<file path="src/common/matmul_pkg.sv">
package matmul_pkg;

  //////////////////////////////////////////////////////////////
  // Array geometry and widths
  //////////////////////////////////////////////////////////////

  // Edge of the square matrices, also the lane count
  localparam int MAT_SIZE = 4;

  // Operand and result width
  localparam int DATA_W = 16;

  // Room for four full-width products without wrap
  localparam int ACC_W = 2 * DATA_W + 2;

  // Operand memory and result row address
  localparam int ADDR_W = 2;

  // Step counter width
  localparam int STEP_W = 5;

  //////////////////////////////////////////////////////////////
  // Types
  //////////////////////////////////////////////////////////////

  typedef logic [DATA_W-1:0] data_t;
  typedef logic [ACC_W-1:0]  acc_t;
  typedef logic [ADDR_W-1:0] addr_t;
  typedef logic [STEP_W-1:0] step_t;

  // One word per matrix row or column, lane 0 in the low bits
  typedef data_t [MAT_SIZE-1:0] lane_vec_t;

  // Fetch 4, memory read 1, skew 3, grid hops 6, accumulate 1, margin 1
  localparam step_t DONE_COUNT = step_t'(16);

endpackage

</file>
<file path="src/feeder/operand_feeder.sv">
module operand_feeder
  import matmul_pkg::*;
(
  input  logic      clk,
  input  logic      reset,
  input  logic      fetch,
  input  logic      we,
  input  addr_t     wr_addr,
  input  lane_vec_t wr_data,
  output lane_vec_t skewed
);

  addr_t     rd_addr;
  addr_t     ram_addr;
  lane_vec_t ram_q;
  logic      fetch_d;
  lane_vec_t gated;

  //////////////////////////////////////////////////////////////
  // Operand memory and its address
  //////////////////////////////////////////////////////////////

  // Host address wins on a write
  assign ram_addr = we ? wr_addr : rd_addr;

  // Walks words 0..3 during the fetch window, parked at 0 otherwise
  always_ff @(posedge clk) begin
    if (reset) begin
      rd_addr <= '0;
    end else if (fetch) begin
      rd_addr <= rd_addr + 1'b1;
    end else begin
      rd_addr <= '0;
    end
  end

  operand_ram ram_i (
    .clk  (clk),
    .we   (we),
    .addr (ram_addr),
    .d    (wr_data),
    .q    (ram_q)
  );

  // Window delayed by the read latency
  always_ff @(posedge clk) begin
    if (reset) begin
      fetch_d <= 1'b0;
    end else begin
      fetch_d <= fetch;
    end
  end

  // Zeros outside the window keep the grid idle
  assign gated = fetch_d ? ram_q : '0;

  //////////////////////////////////////////////////////////////
  // Diagonal skew, lane i delayed by i cycles
  //////////////////////////////////////////////////////////////

  assign skewed[0] = gated[0];

  for (genvar i = 1; i < MAT_SIZE; i++) begin : g_skew
    data_t dly [i];

    always_ff @(posedge clk) begin
      if (reset) begin
        for (int k = 0; k < i; k++) begin
          dly[k] <= '0;
        end
      end else begin
        dly[0] <= gated[i];
        for (int k = 1; k < i; k++) begin
          dly[k] <= dly[k-1];
        end
      end
    end

    assign skewed[i] = dly[i-1];
  end

  // Host loads only between runs
  a_no_write_in_fetch : assert property (
    @(posedge clk) disable iff (reset) !(we && fetch)
  );

endmodule

</file>
<file path="src/feeder/operand_ram.sv">
module operand_ram
  import matmul_pkg::*;
(
  input  logic      clk,
  input  logic      we,
  input  addr_t     addr,
  input  lane_vec_t d,
  output lane_vec_t q
);

  // One lane vector per matrix column (A) or row (B)
  lane_vec_t mem [MAT_SIZE];

  // Write-first, so a write shows its own data on q
  always_ff @(posedge clk) begin
    if (we) begin
      mem[addr] <= d;
      q <= d;
    end else begin
      q <= mem[addr];
    end
  end

endmodule

</file>
<file path="config.mk">
export PLATFORM = sky130hd
export DESIGN_NAME = operand_feeder
export DESIGN_NICKNAME = d
export VERILOG_FILES = /design/src/common/matmul_pkg.sv /design/src/feeder/operand_feeder.sv /design/src/feeder/operand_ram.sv
export SDC_FILE = /design/constraint.sdc
export NUM_CORES = 1
export LEC_CHECK = 0
export BUFFER_PORTS_ARGS = -buffer_cell sky130_fd_sc_hd__buf_4
export CORE_MARGIN = 5
export CORE_UTILIZATION = 50
export DETAILED_ROUTE_END_ITERATION = 16
export GPL_TIMING_DRIVEN = 0
export PLACE_DENSITY_LB_ADDON = 0.15
export SLEW_MARGIN = 20
export SYNTH_ARGS = -nofsm -noshare
export SYNTH_HDL_FRONTEND = slang
export SYNTH_SLANG_ARGS = --single-unit
export TNS_END_PERCENT = 1
</file>
<file path="constraint.sdc">
create_clock -name clk -period 10 [get_ports clk]
set_clock_uncertainty 0.05 [all_clocks]
set_input_delay 3 -clock clk [delete_from_list [all_inputs] [get_ports clk]]
set_output_delay 3 -clock clk [all_outputs]
set_load 0.05 [all_outputs]
</file>
# Word level (Yosys, flattened, before mapping)
# Memory sizes are Yosys's and may differ from the RTL's. A register that Yosys moved wholly into a read port is not among the register bits.
# Index checks and enable logic that the tools add are counted.
# Widths: inputs -> output; s select.
# word_totals
register_bits	3
latchBits	0
ram_bits	352
rom_bits	0
inputBits	70
elab_cells	29
n_memories	4
# memory_table
name	words	word_bits	rd	rd_clocked_by_memory_dff	wr	line	text
ram_i.mem	4	64	1	1	1	operand_ram.sv:12	lane_vec_t mem [MAT_SIZE];
g_skew[3].dly	3	16	3	0	3	operand_feeder.sv:64	data_t dly [i];
g_skew[2].dly	2	16	2	0	2	operand_feeder.sv:64	
g_skew[1].dly	1	16	1	0	1	operand_feeder.sv:64	
# op_classes
add_sub_neg	1
multipliers	0
div	0
magnitude_cmp	0
eq_ne	0
n_shift	0
mux	14
n_bitwise	6
reduce_logical	2
# op_table
op	n
$mux 16	6
$mux 64	1
$reduce_or 16->1	1
$mux 1	6
$or 1x1->1	5
$add 2x1->2 const B	1
$mux 2	1
$reduce_or 2->1	1
$not 1->1	1

# Depth between registers and ports, before layout
# logic_depth
ltp_word	3
ltp_mapped	4
mapped_depth_nobuf	2

# By module
# A second synthesis with hierarchy kept.
# unflattened
hier_cells	602
hier_area_um2	12495.7
# modules_own_cells
mod	n_inst	cells_per_inst	area_per_inst_um2
operand_ram	1	340	9381.5
operand_feeder	1	262	3114.2

# Worst setup path after synthesis
# OpenSTA, ideal clock, no wires.
# synth_timing
path_type	input-to-reg
from	input port wr_addr[0]
to	memory ram_i.mem[0][0] in the netlist's numbering (enable)
setup_ns	0.579
arrival_ns	7.702
t_required_ns	9.371
slack_ns	1.669
stages	1
path_cell_list	nor3b_1
# synth_via
elab_chain_cells	1
# synth_rtl
item	line	text
start, declared	operand_feeder.sv:8	input addr_t wr_addr,
$mux 2	operand_feeder.sv:24	assign ram_addr = we ? wr_addr : rd_addr;
end, declared	operand_ram.sv:12	
# No other way between the ends.

==> impl_metrics.ini <==
[logic_synthesis]
yosysTopAreaCellShare = 0.622
yosys-top-cells-count = edfxtp_1, mux2i_1, dfxtp_1
netlist_area_um2 = 12300
syn_inst = 678
synth_cell_type_count = 23
synth.area.top_cells = edfxtp_1, dfxtp_1, mux2i_1, o22ai_1, buf_4
ys_seq_area_frac = 0.786
synthesis.nets = 748
synth-edff-count = 256
synth.most_common_cell = edfxtp_1
synth_seq_cells = 357
async_flop_share = 0
yosys_most_used_dff = edfxtp_1
yosysWarningCount = 0
yosys.area.top_type = edfxtp_1
syn_area_per_cell_um2 = 18.2

[place]
place_congestion = 0.724
dp.cells = 1149
portBuffers = 133
place_ws_ns = 5.10
hpwl_um = 14600

[clock_network]
numCtsBuffers = 37
clkLatencyLatePin_ns = 0.50
postCtsHoldBufs = 0
cts.clk_slew.worst_paths_ns = 0.06
cts_root_buf = clkbuf_16
ctsResizeCount = 0
cts_max_path_buffers = 3
postCtsSetupBuffers = 0
cts_htree_levels = 2
tritoncts = built
clkSinkCount = 357

[finish]
diodes = 0
final_core_util = 0.619
instances_no_fill = 1213
drive_gt1_frac = 0.312
layout.nets = 934
area_growth_pct = 22.0
fillers = 1732

[route]
ant_nets = 0
drt-total-wl_um = 23100
dr.pass1.iters = 4
drt_iter0_drc = 254
drc_errors = 0
wl_per_cell_um = 19.1
vias = 6155
via_per_inst = 5.07

[setup_path]
cp_cell_sequence = buf_2 > buf_2 > mux2i_1 > o22ai_1 > buf_4
cpMostUsedCell = buf_2
criticalPathCategory = flip-flop to primary output
cp_top_family = buffers and inverters
cp_data_arrival_time_ns = 2.13
cp_max_fo = 10
end_kind = primary output
slowest_delay_ns = 0.36
path_buf_inv = 3
critPathRequiredTime_ns = 6.95
setup.worst_path.start_class = flip-flop
critPathSlowestCell = buf_2

[power]
power_mw = 3.12
pwr_density_cell_nw_per_um2 = 207
power_leakage_nw = 5.61
ir_worst_vdd_uv = 174

[timing]
relSlewSlack = 0.588
period_needed_ns = 5.18
finalHoldViolCount = 0
rsz0062_at_grt = false
fmax_mhz = 193
worst_pin_slew_ns = 0.618
fin_hold_ws_ns = 0.380
setup_ws_ns = 4.82
slew_violations = 0
fin_crit_sh = 0.518
setup_violations = 0

[grt]
track_usage = 0.166
grt_pass1_vias = 6539
gr-total-overflow = 0
antenna_found_initial = 0
grt_pass1_wl_um = 36200
grt_max_degree = 35

[die]
die_x_um = 167
die_area_um2 = 27900
rows = 57
design.portCount = 134
die_y_um = 167
start_util = 0.508
core_um2 = 24300

[flow_run]
cap_violations = 0

[hold_path]
min_path_type = flip-flop to flip-flop

[outcome]
status = finished clean
==> registers in the layout (all words and copies together) (netlist names), named ones only <==
signal      cells
rd_addr         2
ram_i.mem     256
fetch_d         1
g_skew.dly     96
==> kinds of logic after synthesis <==
logic type	Yosys count	synth area share
AOI/OAI and AO/OA	65	0.0430
xor gates and xnor gates	1	0.000709
buffers and inverters	66	0.0342
DFF	357	0.786
muxes	129	0.105
and+or+nand+nor	60	0.0312
==> layer usage <==
metal  routed length, um  part of all wire  global-route usage  vias to the layer above
met3                1300             0.056              0.0363                       38
met2               12000              0.52               0.293                      165
li1                    -                 -                   -                     2905
met5                   0                 0                   0                        -
met4                 405             0.018              0.0490                        0
met1                9450              0.41               0.206                     3047
==> per-stage QoR <==
step | setup TNS (ns) | cell area [um^2]
detailed placement | 0 | 14000
global placement | -162.41 | 13800
global route | 0 | 15100
CTS | 0 | 15100
finish | 0 | 15100
floorplan | 0 | 12300
==> area by class of cell <==
class | instances | area, um^2 | share of cell area
sequential | 357 | 9710 | 0.645
multi-input combinational | 255 | 2240 | 0.149
timing repair buffer | 147 | 1180 | 0.0782
clock buffer | 54 | 1030 | 0.0684
buffer | 64 | 415 | 0.0276
tap | 324 | 405 | 0.0269
clock inverter | 10 | 78.8 | 0.00523
inverter | 2 | 7.51 | 0.000498
==> layout by cell type (no fill, tap or decap), drive strengths merged <==
master  synthesis  layout
buf            53     200
or3b            1       1
nor2            3       3
and3            1       1
nand3b          1       1
and2b          10      10
and3b           1       1
o22ai          64      64
nor3b           1       1
inv             2       2
clkinv          0       9
xnor2           1       1
nor2b          38      38
dfxtp         101     101
mux2            1       1
mux2i         128     128
clkbuf         11      65
edfxtp        256     256
nand2           2       2
nand2b          2       2
o21ai           1       1
bufinv          0       1
==> report_power, final <==
part	internal (mW)	total [mW]	switching, mW
Combinational	0.0806	0.201	0.121
Sequential	1.65	1.67	0.0165
Clock	0.738	1.25	0.508
==> worst paths after layout <==
| path | start | endpoint | slack, ns | depth (start not counted) |
|---|---|---|---|---|
| worst max-delay path | flip-flop | skewed[0] | 4.82 | 5 |
| worst min-delay path | g_skew[2].dly[0][15] | g_skew[2].dly[0][31] | 0.38 | 1 |
| worst max register to register | flip-flop | g_skew[1].dly[0][12] | 8.44 | 4 |
| worst min register to register | g_skew[2].dly[0][15] | g_skew[2].dly[0][31] | 0.38 | 1 |
Power figures use the tool's default switching activity.
