### src/common/matmul_pkg.sv
package matmul_pkg;

  //////////////////////////////////////////////////////////////
  // Array geometry and widths
  //////////////////////////////////////////////////////////////

  // Edge of the square matrices, also the lane count
  localparam int MAT_SIZE = 4;

  // Operand and result width
  localparam int DATA_W = 16;

  // Room for four full-width products without wrap
  localparam int ACC_W = 2 * DATA_W + 2;

  // Operand memory and result row address
  localparam int ADDR_W = 2;

  // Step counter width
  localparam int STEP_W = 5;

  //////////////////////////////////////////////////////////////
  // Types
  //////////////////////////////////////////////////////////////

  typedef logic [DATA_W-1:0] data_t;
  typedef logic [ACC_W-1:0]  acc_t;
  typedef logic [ADDR_W-1:0] addr_t;
  typedef logic [STEP_W-1:0] step_t;

  // One word per matrix row or column, lane 0 in the low bits
  typedef data_t [MAT_SIZE-1:0] lane_vec_t;

  // Fetch 4, memory read 1, skew 3, grid hops 6, accumulate 1, margin 1
  localparam step_t DONE_COUNT = step_t'(16);

endpackage

### src/logic/matmul_control.sv
module matmul_control
  import matmul_pkg::*;
(
  input  logic clk,
  input  logic reset,
  input  logic start_mat_mul,
  output logic fetch,
  output logic clear,
  output logic done_mat_mul
);

  step_t step_cnt;

  //////////////////////////////////////////////////////////////
  // Step counter
  //////////////////////////////////////////////////////////////

  // Runs while start is held, freezes at the done count
  always_ff @(posedge clk) begin
    if (reset || !start_mat_mul) begin
      step_cnt <= '0;
      done_mat_mul <= 1'b0;
    end else if (step_cnt == DONE_COUNT) begin
      done_mat_mul <= 1'b1;
    end else begin
      step_cnt <= step_cnt + 1'b1;
    end
  end

  //////////////////////////////////////////////////////////////
  // Decodes
  //////////////////////////////////////////////////////////////

  // One memory word per step for the first MAT_SIZE steps
  assign fetch = start_mat_mul && (step_cnt < step_t'(MAT_SIZE));

  // Accumulators held at zero between runs
  assign clear = !start_mat_mul;

  // Done only after start was held for a whole run
  a_done_after_full_run : assert property (
    @(posedge clk) disable iff (reset)
    done_mat_mul |-> $past(start_mat_mul) && $past(start_mat_mul, int'(DONE_COUNT) + 1)
  );

endmodule

### config.mk
export PLATFORM = sky130hd
export DESIGN_NAME = matmul_control
export DESIGN_NICKNAME = d
export VERILOG_FILES = /design/src/common/matmul_pkg.sv /design/src/logic/matmul_control.sv
export SDC_FILE = /design/constraint.sdc
export NUM_CORES = 1
export LEC_CHECK = 0
export BUFFER_PORTS_ARGS = -buffer_cell sky130_fd_sc_hd__buf_2
export CAP_MARGIN = 40
export CELL_PAD_IN_SITES_DETAIL_PLACEMENT = 0
export CELL_PAD_IN_SITES_GLOBAL_PLACEMENT = 1
export CORE_AREA = 2 2 40 42
export DETAILED_ROUTE_END_ITERATION = 8
export DIE_AREA = 0 0 42 44
export GPL_ROUTABILITY_DRIVEN = 1
export PLACE_DENSITY = 0.5
export SYNTH_ARGS = -nofsm -noshare
export SYNTH_HDL_FRONTEND = slang
export SYNTH_SLANG_ARGS = --single-unit
### constraint.sdc
create_clock -name clk -period 1.4 [get_ports clk]
set_input_delay 0.28 -clock clk [delete_from_list [all_inputs] [get_ports clk]]
set_output_delay 0.28 -clock clk [all_outputs]
set_load 0.01 [all_outputs]
# After elaboration in Yosys (flattened, before gate mapping)
# Index checks and enable logic that the tools add are counted.
[op_classes] n_addsub=1 order_cmp=1 n_eq_ne=1 reduce_logical=3
[ops] operator="$add 5x1->5 const B" count=1
[ops] operator="$eq 5x5->1 const B" count=1
[ops] operator="$lt 5x3->1 const B" count=1
[ops] operator="$logic_and 1x1->1" count=1
[ops] operator="$logic_not 1->1" count=1
[ops] operator="$logic_or 1x1->1" count=1
[word_totals] reg_bits=6 in_bits=3 out_inout_bits=3 word_cells=8

# Longest topological paths before layout
# Gate-level depths: netlist of the first run.
[depth] ltp_word=2 depth_mapped=4 ltp_nobuf=4

# Least setup slack after synthesis of the first run
# No wires, ideal clock.
[synth_path] path_kind="flip-flop to flip-flop" start="register step_cnt[0]" end="register done_mat_mul" setup_time_ns=0.115 arrival_ns=1.000 required_ns=1.285 slack_ns=0.285 path_stages_with_launch=5 path_buffers=0 period_less_slack_ns=1.115 path_cell_list="dfxtp_1 -> inv_1 -> ha_1 -> and4bb_1 -> o21ba_2"
[synth_via] elab_chain_len=1
[synth_rtl] item="from (decl)" line_no="matmul_control.sv:12" text="step_t step_cnt;"
[synth_rtl] item="from (signal assigned)" line_no="matmul_control.sv:26" text="step_cnt <= step_cnt + 1'b1;"
[synth_rtl] item="$eq 5x5->1" line_no="matmul_control.sv:23" text="end else if (step_cnt == DONE_COUNT) begin"
[synth_rtl] item="to (signal assigned)" line_no="matmul_control.sv:22" text="done_mat_mul <= 1'b0;"
[synth_rtl] item="to (signal assigned)" line_no="matmul_control.sv:24" text="done_mat_mul <= 1'b1;"
[synth_rtl] item="to (decl)" line_no="matmul_control.sv:9" text="output logic done_mat_mul"
# No other way between the ends.
# A chain may end at the register's enable or synchronous reset.

# Worst setup path in the final report of the first run
[layout_path] start="register step_cnt[2]" end="output fetch"
[layout_via] elab_chain_len=2
[layout_rtl] item="$lt 5x3->1" line_no="matmul_control.sv:35" text="assign fetch = start_mat_mul && (step_cnt < step_t'(MAT_SIZE));"
[layout_rtl] item="$logic_and 1x1->1" line_no="matmul_control.sv:35"
[layout_rtl] item="to (decl)" line_no="matmul_control.sv:7" text="output logic fetch,"
# No other way between the ends.

==> impl_metrics.yaml, run 1 <==
status:
  status: "complete, no violations"
timing:
  slew_viol_final: 0
  rsz0062_at_grt: "no"
  period_minus_slack_ns: 1.28
  slew-limit-headroom_pct: 86.7
  max_freq_mhz: 781
  tightest_slew_ns: 0.198
  setup_viol_count_final: 0
  timing.final.crit_share_pct: 91.5
  finalHoldViolCount: 0
  skew_ns: 0.00438
  fin_setup_tns_ns: 0
cells_and_area:
  most-common-layout-cells: "dfxtp_1 (6), nand3b_1 (5), buf_2 (5), mux2i_1 (4)"
  fill_cells: 165
  diodes: 0
  mostFrequentLayoutCell: "dfxtp_1"
  drive_above_1_share_pct: 23.1
  area_delta_synth_final_pct: 17.0
  layout.nets: 46
logic_synthesis:
  syn-instance-count: 32
  yosys_warnings: 0
  yosysTopAreaCellShare_pct: 36.4
  ys_seq_area_share_pct: 36.4
  synth_area_leaders: "dfxtp_1 (36%), mux2i_1 (12%), nand3b_1 (11%), or3b_1 (8.0%), ha_1 (7.6%)"
  synth.avg_cell_area_um2: 10.3
  netlist_area_um2: 330
  synth_top_area_cell: "dfxtp_1"
  ys_types: 14
  syn-num-nets: 37
  synth_seq_cells: 6
grt:
  grt_usage_pct: 8.28
  grt_util_met2_pct: 10.6
  antenna_found_initial: 0
  grt_max_degree: 11
  grt_pass1_vias: 248
  grt_use_met1_pct: 9.32
  grt_pass1_wl_mm: 1.04
  busiest_layer: "met2"
  grt_util_met3_pct: 6.25
  grt_overflow: 0
power_and_ir_drop:
  power_mw: 0.365
  ir_drop_v: 0.000463
  leakagePower_nw: 0.164
  p_per_area_nw_per_um2: 944
floorplanning:
  initial_utilization_pct: 23.3
  die_height_um: 44
  rows: 14
  core_um2: 1420
  die_w_um: 42
  die_area_um2: 1850
  io_pins: 6
route:
  viasPerCell: 4.58
  drc: 0
  wl_um: 594
  wire_per_inst_um: 10.8
  antenna_left: 0
  firstDrtPassIters: 1
  vias: 252
  drt_iter0_markers: 0
flow_run:
  max-cap-violations: 0
clock_tree:
  path_clk_slew_ns: 0.04
  cts_max_path_buffers: 2
  root_buffer: "clkbuf_4"
  clkLatencyLatePin_ns: 0.24
  cts_tree: "built"
  post_cts_resized: 0
  cts_inserted_buffers: 3
  cts.sinks: 6
  cts_hold_buf: 0
  post_cts_buffers: 0
  htreeDepth: 1
setup_path:
  start_kind: "register"
  reg2reg_slack_ns: 0.18
  crit_path_end_kind: "primary output"
  critical_path_class: "register to primary output"
  timing.rr.start: "step_cnt[0]$_SDFFE_PP0P_"
  worst-endpoint-arrival_ns: 1.00
  required_ns: 1.12
  cp-startpoint: "step_cnt[2]$_SDFFE_PP0P_"
  path_max_fanout: 5
hold_path:
  hp-class: "input pin to register"
  min_from: "start_mat_mul"
place:
  place.gp.congestion: 0.707
  hpwl_um: 456
  port_buffers: 5
==> state kept, by name, indices dropped and copies added (netlist names) <==
| signal | cells |
|---|---|
| done_mat_mul | 1 |
| step_cnt | 5 |
==> critical path: stages (launching register included) <==
cell and delay (ns):
dfxtp_1 0.34, nor4_1 0.25, buf_2 0.17
==> routing by layer <==
layer | up-vias | share of wire [%]
met5 | - | 0
met4 | 0 | 0.84
met2 | 8 | 45
met1 | 113 | 47
li1 | 129 | -
met3 | 2 | 7.6
==> synthesized netlist by cell type <==
| library cell | instances |
|---|---|
| and4bb_1 | 1 |
| buf_6 | 1 |
| dfxtp_1 | 6 |
| ha_1 | 2 |
| inv_1 | 3 |
| mux2i_1 | 4 |
| nand2b_1 | 1 |
| nand3_1 | 2 |
| nand3b_1 | 5 |
| nor3_1 | 1 |
| nor4_1 | 1 |
| o21ba_2 | 1 |
| or3b_1 | 3 |
| xnor2_1 | 1 |
==> power by group <==
part	leakage, nW	switching, mW	internal [mW]	total [mW]
combinational	0.102	0.0149	0.0146	0.0295
clock	0.0138	0.0607	0.0968	0.157
sequential	0.0486	0.00358	0.174	0.178
total	0.164	0.0791	0.286	0.365
==> area by class of cell <==
| cell class | count | area, um2 | area share, % |
|---|---|---|---|
| Inverter | 3 | 11.3 | 2.91 |
| Tap cell | 16 | 20.0 | 5.18 |
| Timing Repair Buffer | 5 | 25.0 | 6.47 |
| Sequential cell | 6 | 120 | 31.1 |
| Clock buffer | 3 | 22.5 | 5.83 |
| Multi-Input combinational cell | 22 | 188 | 48.5 |
==> stage by stage <==
stage	util, %	hold slack, ns	setup slack [ns]	std cells	cell area (um2)
6_report	27.2	0.386	0.119	55	387
2_1_floorplan	-	0.460	0.285	32	330
5_1_grt	27.2	0.393	0.0477	55	387
4_1_cts	27.2	0.372	0.0969	55	387
3_3_place_gp	25.7	0.475	0.226	52	364
3_5_place_dp	25.7	0.478	0.194	52	364
==> logic make-up after synthesis <==
group | after synthesis | share of synthesized area [%]
simple gates | 14 | 31.4
flops | 6 | 36.4
buf+inv | 4 | 6.82
mux | 4 | 12.1
fa+ha+maj | 2 | 7.57
compound gates | 1 | 3.03
xor+xnor | 1 | 2.65
==> path summary, 6_finish.rpt <==
path                                                  end  depth (start not counted)
worst max-delay path                                fetch                          2
worst min-delay path             step_cnt[2]$_SDFFE_PP0P_                          3
worst max register to register  done_mat_mul$_SDFFE_PP0N_                          4
worst min register to register  done_mat_mul$_SDFFE_PP0N_                          1
Note: power is estimated with default switching activity, not from simulation.
==> run 2, diff against run 1 <==
==> constraint.sdc (replaced) <==
create_clock -name clk -period 1.4 [get_ports clk]
set_input_delay 0.07 -clock clk [delete_from_list [all_inputs] [get_ports clk]]
set_output_delay 0.07 -clock clk [all_outputs]
set_load 0.01 [all_outputs]
==> impl_metrics.yaml, run 2 (same netlist as run 1, synthesis figures left out) <==
grt:
  grt_usage_pct: 8.45
  grt_max_degree: 11
  grt_overflow: 0
  grt_pass1_wl_mm: 1.08
  antenna_found_initial: 0
  grt_pass1_vias: 253
timing:
  period_minus_slack_ns: 1.19
  slew-limit-headroom_pct: 85.9
  slew_viol_final: 0
  holdWs_ns: 0.180
  max_freq_mhz: 844
  tightest_slew_ns: 0.209
  setup_viol_count_final: 0
  finalWorstSetupSlack_ns: 0.215
  rsz0062_at_grt: "no"
  timing.final.crit_share_pct: 84.7
  finalHoldViolCount: 0
  fin_setup_tns_ns: 0
  skew_ns: 0.00788
setup_path:
  critPathSlowestCell: "dfxtp_1"
  path_max_fanout: 5
  required_ns: 1.54
  start_kind: "register"
  crit_chain: "inv_1 -> ha_1 -> and4bb_1 -> o21ba_2"
  crit_path_end_kind: "register"
  critical_path_class: "register to register"
  crit_buf_inv: 1
  worst-endpoint-arrival_ns: 1.33
  cp_top_family: "flip-flops"
  cp_slowest_stage_delay_ns: 0.38
route:
  wl_um: 600
  firstDrtPassIters: 4
  wire_per_inst_um: 10.9
  drt_iter0_markers: 3
  vias: 253
  viasPerCell: 4.60
  wl_met1_um: 279
  routed-wl-met2_um: 288
  drc: 0
  highest_layer: "met3"
  dr_wl_met3_um: 32
  antenna_left: 0
cells_and_area:
  area_delta_synth_final_pct: 17.0
  fill_cells: 150
  largest_reg_flops: 5
  diodes: 0
  most-common-layout-cells: "dfxtp_1 (6), nand3b_1 (5), buf_2 (5), mux2i_1 (4)"
  top_regs: "step_cnt (5), done_mat_mul (1)"
  mostFrequentLayoutCell: "dfxtp_1"
  layout.nets: 46
  top_register: "step_cnt"
  drive_above_1_share_pct: 23.1
  design_area_um2: 387
floorplanning:
  core_um2: 1420
  rows: 14
  die_w_um: 42
  io_pins: 6
  die_height_um: 44
  initial_utilization_pct: 23.3
  die_area_um2: 1850
power_and_ir_drop:
  p_int_mw: 0.286
  leakagePower_nw: 0.164
  p_per_area_nw_per_um2: 959
  pwr-share-comb_pct: 8.1
  clockPowerShare_pct: 44.1
  p_sw_mw: 0.0848
  power_mw: 0.371
  ir_drop_v: 0.000331
  pwr-share-seq_pct: 47.8
  switching_share_pct: 22.9
place:
  place.gp.congestion: 0.715
  dpl_cell_area_um2: 364
  port_buffers: 5
  place_ws_ns: 0.196
clock_tree:
  cts_inserted_buffers: 3
  post_cts_resized: 0
  cts_max_path_buffers: 2
  htreeDepth: 1
  path_clk_slew_ns: 0.05
  root_buffer: "clkbuf_4"
  cts_tree: "built"
  post_cts_buffers: 0
  cts_hold_buf: 0
  cts.sinks: 6
  clkLatencyLatePin_ns: 0.25
status:
  status: "complete, no violations"
hold_path:
  hp-class: "input pin to register"
flow_run:
  max-cap-violations: 0
==> run 2: cell counts in the layout (fill, tap and decap cells not counted) <==
Identical to the previous run, type by type.
==> run 2: tightest hold or removal path: stages <==
cell	delay [ns]
buf_2	0.15
nand2b_1	0.10
nor3_1	0.05
==> run 2: metal layers <==
| metal | vias to the layer above | GRT usage, % |
|---|---|---|
| li1 | 128 | - |
| met1 | 119 | 9.05 |
| met2 | 6 | 12.5 |
| met3 | 0 | 3.75 |
| met4 | 0 | 7.74 |
| met5 | - | 0 |
==> run 2: path summary, 6_finish.rpt <==
kind,start,end,slack (ns),depth (start not counted)
worst min register to register,done_mat_mul$_SDFFE_PP0N_,done_mat_mul$_SDFFE_PP0N_,0.48,1
worst max-delay path,step_cnt[0]$_SDFFE_PP0P_,done_mat_mul$_SDFFE_PP0N_,0.21,4
worst max register to register,step_cnt[0]$_SDFFE_PP0P_,done_mat_mul$_SDFFE_PP0N_,0.21,4
worst min-delay path,start_mat_mul,step_cnt[2]$_SDFFE_PP0P_,0.18,3
==> run 2: stage by stage <==
step	utilization (%)	cells
floorplan	-	32
global placement	25.7	52
detailed placement	25.7	52
CTS	27.2	55
global route	27.2	55
finish	27.2	55
==> run 2: power by group through the flow <==
stage | Sequential [mW] | Combinational [mW] | Clock, mW
after floorplan | 0.180 | 0.0218 | 0
after global placement | 0.180 | 0.0292 | 0
after detailed placement | 0.181 | 0.0304 | 0
after CTS | 0.177 | 0.0305 | 0.171
after global routing | 0.178 | 0.0339 | 0.182
final | 0.177 | 0.0299 | 0.164
==> run 2: cell type report <==
| cell class | instances | area, um2 | share of cell area [%] |
|---|---|---|---|
| timing repair buffer | 5 | 25.0 | 6.47 |
| clock buffer | 3 | 22.5 | 5.83 |
| sequential | 6 | 120 | 31.1 |
| multi-input combinational | 22 | 188 | 48.5 |
| tap | 16 | 20.0 | 5.18 |
| inverter | 3 | 11.3 | 2.91 |
